### src/hdl/lc_ctrl_config.svh
// Build-wide sizes for the life cycle sync subsystem
// Word width and the number of buffered debug enable copies

`ifndef LC_CTRL_CONFIG_SVH
`define LC_CTRL_CONFIG_SVH

//////////////////////////////////////////////////
// Life cycle word
//////////////////////////////////////////////////

// Bits in one multibit life cycle signal
`define LC_TX_WIDTH 4

//////////////////////////////////////////////////
// Fan-out
//////////////////////////////////////////////////

// Copy 0 feeds the access gate, copy 1 leaves the top
`define LC_DBG_COPIES 2

`endif

### src/hdl/lc_ctrl_pkg.sv
// Life cycle word type with its On and Off patterns
// Strict, loose and validity test functions

`include "lc_ctrl_config.svh"

package lc_ctrl_pkg;

  //////////////////////////////////////////////////
  // Encoding
  //////////////////////////////////////////////////

  // Only two patterns are legal, the rest are invalid
  // On and Off are bitwise complements so a single flip never maps one to the other
  typedef enum logic [`LC_TX_WIDTH-1:0] {
    LcOn  = 4'b1010,
    LcOff = 4'b0101
  } lc_tx_t;

  //////////////////////////////////////////////////
  // Tests
  //////////////////////////////////////////////////

  // True only for the exact On pattern
  // Used for enables, anything else denies
  function automatic logic lc_tx_test_true_strict(lc_tx_t val);
    return (val == LcOn);
  endfunction

  // True only for the exact Off pattern
  // Negated, this treats every non-Off value as asserted
  function automatic logic lc_tx_test_false_loose(lc_tx_t val);
    return (val == LcOff);
  endfunction

  // Legal encoding check
  function automatic logic lc_tx_is_valid(lc_tx_t val);
    logic is_on;
    logic is_off;
    is_on  = (val == LcOn);
    is_off = (val == LcOff);
    return (is_on || is_off);
  endfunction

endpackage

### src/hdl/lc_flop_2sync.sv
// Two-stage synchronizer flop with a parameterized reset value

`timescale 1ns/1ps

`include "lc_ctrl_config.svh"

module lc_flop_2sync #(
  // Data width
  parameter int unsigned            Width      = `LC_TX_WIDTH,
  // Value both stages take during reset
  parameter logic [Width-1:0]       ResetValue = '0
) (
  input  logic             clk_i,
  input  logic             rst_ni,
  input  logic [Width-1:0] d_i,
  output logic [Width-1:0] q_o
);

  // First stage may go metastable, second stage settles it
  logic [Width-1:0] stage1_q;
  logic [Width-1:0] stage2_q;

  //////////////////////////////////////////////////
  // Synchronizer stages
  //////////////////////////////////////////////////

  // Asynchronous data enters the local domain only here
  always_ff @(posedge clk_i or negedge rst_ni) begin
    if (!rst_ni) begin
      stage1_q <= ResetValue;
      stage2_q <= ResetValue;
    end else begin
      stage1_q <= d_i;
      stage2_q <= stage1_q;
    end
  end

  // Output is the input from two rising edges earlier
  assign q_o = stage2_q;

endmodule

### src/hdl/lc_sync.sv
// Life cycle signal synchronizer
// Optional bypass and several separately buffered output copies

`timescale 1ns/1ps

`include "lc_ctrl_config.svh"

module lc_sync
  import lc_ctrl_pkg::*;
#(
  // Number of distinct output copies
  parameter int unsigned NumCopies      = 1,
  // Set: two flop stages, clear: same clock domain, no flops
  parameter bit          AsyncOn        = 1'b1,
  // Set: reset to On, clear: reset to Off
  parameter bit          ResetValueIsOn = 1'b0
) (
  input  logic                   clk_i,
  input  logic                   rst_ni,
  input  lc_tx_t                 lc_en_i,
  output lc_tx_t [NumCopies-1:0] lc_en_o
);

  // Escalation style users want On here so reset fails safe
  localparam lc_tx_t LcResetValue = ResetValueIsOn ? LcOn : LcOff;

  // Synchronized word, before the copies split off
  logic [`LC_TX_WIDTH-1:0] lc_en;

  //////////////////////////////////////////////////
  // Synchronizer or bypass
  //////////////////////////////////////////////////

  if (AsyncOn) begin : gen_flops
    // Two cycles of latency
    lc_flop_2sync #(
      .Width      (`LC_TX_WIDTH),
      .ResetValue (`LC_TX_WIDTH'(LcResetValue))
    ) u_flop_2sync (
      .clk_i  (clk_i),
      .rst_ni (rst_ni),
      .d_i    (lc_en_i),
      .q_o    (lc_en)
    );
  end else begin : gen_no_flops
    // Sender already in this domain, zero latency
    // Clock and reset are left unloaded in this case
    assign lc_en = lc_en_i;
  end

  //////////////////////////////////////////////////
  // Output copies
  //////////////////////////////////////////////////

  // One assignment per bit and copy
  // Keeps each copy its own net so consumers do not share a driver
  for (genvar j = 0; j < NumCopies; j++) begin : gen_copies
    logic [`LC_TX_WIDTH-1:0] lc_en_out;

    for (genvar k = 0; k < `LC_TX_WIDTH; k++) begin : gen_bits
      assign lc_en_out[k] = lc_en[k];
    end

    // Back to the enum type on the way out
    assign lc_en_o[j] = lc_tx_t'(lc_en_out);
  end

endmodule

### src/hdl/lc_access_gate.sv
// Debug and DFT request gating on synchronized life cycle enables
// Registered grants, escalation status and a sticky invalid flag

`timescale 1ns/1ps

module lc_access_gate
  import lc_ctrl_pkg::*;
(
  input  logic   clk_i,
  input  logic   rst_ni,
  // Synchronized life cycle words
  input  lc_tx_t lc_dft_en_i,
  input  lc_tx_t lc_hw_debug_en_i,
  input  lc_tx_t lc_escalate_en_i,
  // Local request levels
  input  logic   dbg_req_i,
  input  logic   dft_req_i,
  // Registered results
  output logic   dbg_grant_o,
  output logic   dft_grant_o,
  output logic   escalated_o,
  output logic   invalid_o
);

  // Decoded conditions, all combinational
  logic esc_active;
  logic dbg_en_on;
  logic dft_en_on;
  logic any_invalid;

  // Next-state values for the grants
  logic dbg_grant_d;
  logic dft_grant_d;

  // Output registers
  logic dbg_grant_q;
  logic dft_grant_q;
  logic escalated_q;
  logic invalid_q;

  //////////////////////////////////////////////////
  // Decode
  //////////////////////////////////////////////////

  // Fail safe, anything but exact Off counts as escalation
  assign esc_active = !lc_tx_test_false_loose(lc_escalate_en_i);

  // Enables are strict, only exact On opens the gate
  assign dbg_en_on = lc_tx_test_true_strict(lc_hw_debug_en_i);
  assign dft_en_on = lc_tx_test_true_strict(lc_dft_en_i);

  // Any word outside On and Off
  assign any_invalid = !lc_tx_is_valid(lc_dft_en_i)      ||
                       !lc_tx_is_valid(lc_hw_debug_en_i) ||
                       !lc_tx_is_valid(lc_escalate_en_i);

  // Request, strict enable, and no escalation
  assign dbg_grant_d = dbg_req_i && dbg_en_on && !esc_active;
  assign dft_grant_d = dft_req_i && dft_en_on && !esc_active;

  //////////////////////////////////////////////////
  // Output registers
  //////////////////////////////////////////////////

  // One cycle from request and words to outputs
  always_ff @(posedge clk_i or negedge rst_ni) begin
    if (!rst_ni) begin
      dbg_grant_q <= 1'b0;
      dft_grant_q <= 1'b0;
      // Escalation synchronizer resets to On, match it here
      escalated_q <= 1'b1;
      invalid_q   <= 1'b0;
    end else begin
      dbg_grant_q <= dbg_grant_d;
      dft_grant_q <= dft_grant_d;
      escalated_q <= esc_active;
      // Sticky, only reset clears it
      invalid_q   <= invalid_q | any_invalid;
    end
  end

  assign dbg_grant_o = dbg_grant_q;
  assign dft_grant_o = dft_grant_q;
  assign escalated_o = escalated_q;
  assign invalid_o   = invalid_q;

endmodule

### src/hdl/lc_ctrl_sync_top.sv
// Life cycle sync subsystem top level
// Three enable synchronizers feeding the debug and DFT access gate

`timescale 1ns/1ps

`include "lc_ctrl_config.svh"

module lc_ctrl_sync_top
  import lc_ctrl_pkg::*;
(
  input  logic   clk_i,
  input  logic   rst_ni,
  // Life cycle words from the other clock domain
  input  lc_tx_t lc_dft_en_i,
  input  lc_tx_t lc_hw_debug_en_i,
  input  lc_tx_t lc_escalate_en_i,
  // Local request levels
  input  logic   dbg_req_i,
  input  logic   dft_req_i,
  // Synchronized debug enable for other consumers
  output lc_tx_t lc_hw_debug_en_o,
  // Gate results
  output logic   dbg_grant_o,
  output logic   dft_grant_o,
  output logic   escalated_o,
  output logic   invalid_o
);

  // Synchronized copies
  lc_tx_t [0:0]                dft_en_sync;
  lc_tx_t [`LC_DBG_COPIES-1:0] hw_debug_en_sync;
  lc_tx_t [0:0]                escalate_en_sync;

  //////////////////////////////////////////////////
  // Synchronizers
  //////////////////////////////////////////////////

  // DFT enable, resets to Off
  lc_sync #(
    .NumCopies      (1),
    .AsyncOn        (1'b1),
    .ResetValueIsOn (1'b0)
  ) u_sync_dft_en (
    .clk_i   (clk_i),
    .rst_ni  (rst_ni),
    .lc_en_i (lc_dft_en_i),
    .lc_en_o (dft_en_sync)
  );

  // Debug enable, resets to Off
  // Copy 0 to the gate, copy 1 out of the top
  lc_sync #(
    .NumCopies      (`LC_DBG_COPIES),
    .AsyncOn        (1'b1),
    .ResetValueIsOn (1'b0)
  ) u_sync_hw_debug_en (
    .clk_i   (clk_i),
    .rst_ni  (rst_ni),
    .lc_en_i (lc_hw_debug_en_i),
    .lc_en_o (hw_debug_en_sync)
  );

  // Escalation, resets to On so nothing is granted until Off arrives
  lc_sync #(
    .NumCopies      (1),
    .AsyncOn        (1'b1),
    .ResetValueIsOn (1'b1)
  ) u_sync_escalate_en (
    .clk_i   (clk_i),
    .rst_ni  (rst_ni),
    .lc_en_i (lc_escalate_en_i),
    .lc_en_o (escalate_en_sync)
  );

  // Two cycles from input to this port
  assign lc_hw_debug_en_o = hw_debug_en_sync[1];

  //////////////////////////////////////////////////
  // Access gate
  //////////////////////////////////////////////////

  // One more register stage, three cycles input to grant
  lc_access_gate u_access_gate (
    .clk_i            (clk_i),
    .rst_ni           (rst_ni),
    .lc_dft_en_i      (dft_en_sync[0]),
    .lc_hw_debug_en_i (hw_debug_en_sync[0]),
    .lc_escalate_en_i (escalate_en_sync[0]),
    .dbg_req_i        (dbg_req_i),
    .dft_req_i        (dft_req_i),
    .dbg_grant_o      (dbg_grant_o),
    .dft_grant_o      (dft_grant_o),
    .escalated_o      (escalated_o),
    .invalid_o        (invalid_o)
  );

endmodule

### config.mk
export PLATFORM = sky130hd
export DESIGN_NAME = lc_ctrl_sync_top
export DESIGN_NICKNAME = d
export VERILOG_FILES = /design/src/hdl/lc_ctrl_pkg.sv /design/src/hdl/lc_flop_2sync.sv /design/src/hdl/lc_sync.sv /design/src/hdl/lc_access_gate.sv /design/src/hdl/lc_ctrl_sync_top.sv
export VERILOG_INCLUDE_DIRS = /design/src /design/src/hdl
export SDC_FILE = /design/constraint.sdc
export NUM_CORES = 1
export LEC_CHECK = 0
export ABC_AREA = 1
export ABC_CLOCK_PERIOD_IN_PS = 1100
export BUFFER_PORTS_ARGS = -buffer_cell sky130_fd_sc_hd__buf_4
export CORE_UTILIZATION = 46
export DETAILED_ROUTE_END_ITERATION = 10
export HOLD_SLACK_MARGIN = 0.05
export PLACE_DENSITY_LB_ADDON = 0.08
export SETUP_SLACK_MARGIN = 0.3
export SYNTH_ARGS = -nofsm -noshare
export SYNTH_HDL_FRONTEND = slang
export SYNTH_SLANG_ARGS = --single-unit
### constraint.sdc
create_clock -name clk_i -period 1.1 [get_ports clk_i]
set_input_delay 0.33 -clock clk_i [delete_from_list [all_inputs] [get_ports clk_i]]
set_output_delay 0.33 -clock clk_i [all_outputs]
set_load 0.02 [all_outputs]
After elaboration in Yosys (flattened, before gate mapping). Cells that the tools add are included.

Flip-flop bits (word level): 28. Output and inout bits: 8. Logic and storage cells: 30.

Equal/unequal tests: 6. Bitwise logic cells: 1. Reduce and logical (&&, ||, !) cells: 13.

Operators with widths (number): $eq 4x3->1 const B (3); $eq 4x4->1 const B (3); $logic_or 1x1->1 (5); $logic_and 1x1->1 (4); $logic_not 1->1 (4); $or 1x1->1 (1).

Longest topological paths before layout.
Depth after elaboration: 6. Gate-level depth with buffers: 7. Depth with buffers taken out: 7.

Modules after synthesis. Synthesis repeated with hierarchy kept, for this count alone.

Cells, all modules: 64. Area total of the unflattened synthesis: 890.9 um^2.

By module, submodules not included: lc_flop_2sync (times used 3, cells each 8, area an instance 205.2 um^2); lc_access_gate (times used 1, cells each 36, area an instance 245.2 um^2); lc_sync (u_sync_hw_debug_en) (times used 1, cells each 4, area an instance 30.0 um^2).

Worst setup path before layout. OpenSTA, ideal clock, no wires.

Kind: register -> register. Start: reg u_sync_hw_debug_en.gen_flops.u_flop_2sync.stage2_q[2] (netlist: u_sync_hw_debug_en.gen_flops.u_flop_2sync.q_o[2]). End: reg u_access_gate.invalid_q (netlist: u_access_gate.invalid_o). Library setup time: 119 ps. Arrival: 883 ps. Setup slack: 98 ps. Cell stages (with the launch flop): 8. Path buffers: 0. Period minus slack after synthesis: 1002 ps. Path through: dfstp_2 -> nand2_1 -> inv_1 -> nand2_1 -> nand2_1 -> nand2_1 -> inv_1 -> nand2_1.

Word-level cells in the longest chain between the ends: 6.

RTL lines: from (decl) (line lc_flop_2sync.sv:21) `logic [Width-1:0] stage2_q;`; from (signal assigned) (line lc_flop_2sync.sv:31) `stage2_q <= ResetValue;`; from (signal assigned) (line lc_flop_2sync.sv:34) `stage2_q <= stage1_q;`; $eq 4x4->1 or $eq 4x3->1 (tied branches) (line lc_ctrl_pkg.sv:39, lc_ctrl_pkg.sv:40); $logic_or 1x1->1 (*) (line lc_ctrl_pkg.sv:41) `return (is_on || is_off);`; $logic_not 1->1 (*) (line lc_access_gate.sv:54) `!lc_tx_is_valid(lc_hw_debug_en_i) ||`; $logic_or 1x1->1 (*) (line lc_access_gate.sv:53) `assign any_invalid = !lc_tx_is_valid(lc_dft_en_i) ||`; $logic_or 1x1->1 (*) (line lc_access_gate.sv:54); $or 1x1->1 (*) (line lc_access_gate.sv:78) `invalid_q <= invalid_q | any_invalid;`; to (signal assigned) (line lc_access_gate.sv:78); to (decl) (line lc_access_gate.sv:39) `logic invalid_q;`.

Every way passes the cells marked *; elsewhere a longest branch is shown, timed or not.

Worst setup path after layout.
Start: reg u_sync_hw_debug_en.gen_flops.u_flop_2sync.stage2_q[2] (netlist: u_sync_hw_debug_en.gen_flops.u_flop_2sync.q_o[2]). End: out lc_hw_debug_en_o[2].

RTL lines: to (decl) (line lc_ctrl_sync_top.sv:21) `output lc_tx_t lc_hw_debug_en_o,`.

No word-level cell between the ends.

==> flow_metrics.py <==
metrics = {
    "yosys": {
        "synthDistinctLibCells": 9,
        "synth_cells": 60,
        "synthTopCellsByArea": "dfrtp_1 (44%), dfstp_2 (40%), nand2_1 (6.5%)",
        "synth.net_count": 76,
        "synth_top_area_share": 0.436,
        "synth-seq-area-share": 0.833,
        "synth_top_area_cell": "dfrtp_1",
        "synth.cell_area_sq_um": 861,
        "ys_seq_elements": 28,
        "yosysWarnings": 0,
        "syn_area_per_cell_sq_um": 14.3,
    },
    "route": {
        "wl_per_cell_microns": 8.70,
        "ant_nets": 0,
        "num_vias": 478,
        "avgViaCountPerCell": 4.09,
        "drt_iter0_markers": 0,
        "firstDrtPassIters": 1,
        "drc": 0,
        "drt-total-wl_microns": 1020,
    },
    "setup_path": {
        "cp-end-kind": "primary output",
        "cp_data_arrival_time_ps": 990,
        "path_cells": "buf_6",
        "cp.required_ps": 770,
        "crit_path_max_fanout": 2,
        "critical-path-top-delay-family": "flip-flops",
        "crit_slowest_cell": "dfstp_2",
        "path_buf_inv": 1,
        "cpPeakStageDelay_ps": 570,
        "cp-start-kind": "flop",
        "crit_type": "flop to primary output",
    },
    "floorplan": {
        "ios": 24,
        "start_util": 0.493,
        "dieArea_sq_um": 2050,
        "die_y_microns": 45.3,
        "coreArea_sq_um": 1750,
        "die_x_microns": 45.3,
        "rows": 15,
    },
    "cts": {
        "cts_tree": "built",
        "cts_buffers": 3,
        "cts_buffer_depth": 2,
        "clk_latency_ps": 310,
        "clock_sinks": 28,
        "cts_max_level": 1,
        "cts-root-buf": "clkbuf_4",
        "path_clk_slew_ps": 130,
    },
    "placed_design": {
        "pre_cts_ws_ps": 119,
        "portBuffers": 23,
        "dp_hpwl_microns": 653,
        "dp.cells": 108,
        "gp_congestion": 0.721,
    },
    "job": {
        "cap_violations": 0,
    },
    "timing": {
        "min_period_over_period": 1.20,
        "worst_slew_pin_slew_ps": 329,
        "max_clock_freq_ghz": 0.758,
        "slew-limit-headroom": 0.781,
        "rsz0062_at_grt": "yes",
        "holdWs_ps": 110,
        "fin_ws_ps": -219,
        "clock_skew_ps": 2.91,
        "final_hold_viol_count": 0,
        "setup_viol": 9,
        "period_needed_ps": 1320,
        "drv_slew": 0,
    },
    "min_path": {
        "min_path_type": "input pin to flop",
    },
    "cells_and_area": {
        "fillers": 146,
        "fin_cells": 117,
        "antenna_cells": 0,
        "layout-drive-gt1-share": 0.543,
        "final_common_cell": "buf_4",
        "final_cell_mix": "buf_4 (19), dfrtp_1 (15), nand2_1 (14)",
        "nNetsFinal": 109,
        "area_delta_synth_final_pct": 37.2,
    },
    "global_route": {
        "grt_max_degree": 29,
        "grt_pass1_vias": 392,
        "antenna_found_initial": 0,
        "grt_pass1_wl_microns": 1550,
        "overflow": 0,
        "track_usage": 0.118,
    },
    "run_status": {
        "violations": "setup timing",
        "status": "finished with violations",
    },
    "power_and_ir_drop": {
        "ir_worst_vdd_mv": 0.924,
        "p_leak_uw": 0.000584,
        "power.density_nw_per_um2": 1440,
    },
}
-- metal layers --
layer | track usage | wire length [microns]
met1 | 0.135 | 443
met2 | 0.177 | 509
met3 | 0.0240 | 46
met4 | 0.127 | 18
met5 | 0 | 0
-- synthesized netlist by cell type --
master,instances
nand2_1,15
a21oi_1,1
nor2_2,1
nand2_2,1
inv_1,7
dfrtp_1,15
nor3b_2,2
nor2_1,5
dfstp_2,13
-- kinds of logic after synthesis --
family | after synthesis | synth area share
AND/OR/NAND/NOR | 24 | 0.131
flip-flops | 28 | 0.833
buffers and inverters | 7 | 0.0305
AO/OA/AOI/OAI | 1 | 0.00581
-- final timing paths --
path                                                                   from                                          end  slack, ps  depth (start not counted)
setup reg to reg           u_sync_hw_debug_en.gen_flops.u_flop_2sync.q_o[2]                      u_access_gate.invalid_o          0                          8
hold reg to reg            u_sync_dft_en.gen_flops.u_flop_2sync.stage1_q[3]  u_sync_dft_en.gen_flops.u_flop_2sync.q_o[3]        360                          0
hold / removal                                          lc_escalate_en_i[1]                                         flop        110                          1
min in group asynchronous                                            rst_ni                    u_access_gate.dft_grant_o        450                          2
setup / recovery           u_sync_hw_debug_en.gen_flops.u_flop_2sync.q_o[2]                          lc_hw_debug_en_o[2]       -220                          1
max in group asynchronous                                            rst_ni  u_sync_dft_en.gen_flops.u_flop_2sync.q_o[0]        360                          2
-- power breakdown --
part / internal (uW) / switching (uW) / leakage, uW
clock: 202 / 260 / 0.0000210
combinational: 72.0 / 58.3 / 0.000250
sequential: 1090 / 18.4 / 0.000313
-- state kept, by name (all words and copies together), names as in the netlist --
signal and flops:
u_sync_dft_en.gen_flops.u_flop_2sync.stage1_q 4, u_access_gate.invalid_o 1, u_sync_escalate_en.gen_flops.u_flop_2sync.q_o 4, u_access_gate.escalated_o 1, u_sync_hw_debug_en.gen_flops.u_flop_2sync.q_o 4, u_sync_dft_en.gen_flops.u_flop_2sync.q_o 4, u_access_gate.dbg_grant_o 1, u_sync_hw_debug_en.gen_flops.u_flop_2sync.stage1_q 4
u_sync_escalate_en.gen_flops.u_flop_2sync.stage1_q 4, u_access_gate.dft_grant_o 1
-- metrics by stage --
stage	total power, uW	instance area (sq um)	TNS [ps]	util
floorplan	1160	861	0	-
global placement	1230	1060	0	0.610
detailed placement	1240	1060	0	0.610
CTS	1720	1170	-1120	0.671
global route	1790	1180	-1480	0.677
finish	1700	1180	-985	0.677
-- final cells by class --
type,count,area (sq um),share of cell area
Sequential cell,28,717,0.607
Timing Repair Buffer,28,243,0.206
Multi-Input combinational cell,25,128,0.108
Clock buffer,4,36.3,0.0307
Tap cell,25,31.3,0.0265
Inverter,7,26.3,0.0222
-- timing repair --
action,4_1_cts,5_1_grt
endpoints found under the setup margin,11,11
setup buffers,4,0
gates cloned,0,0
pin swaps,1,3
hold buffers,1,0
endpoints found under the hold margin,15,0
gates resized for setup,8,3
No activity file was read; power rests on OpenSTA's default activity.
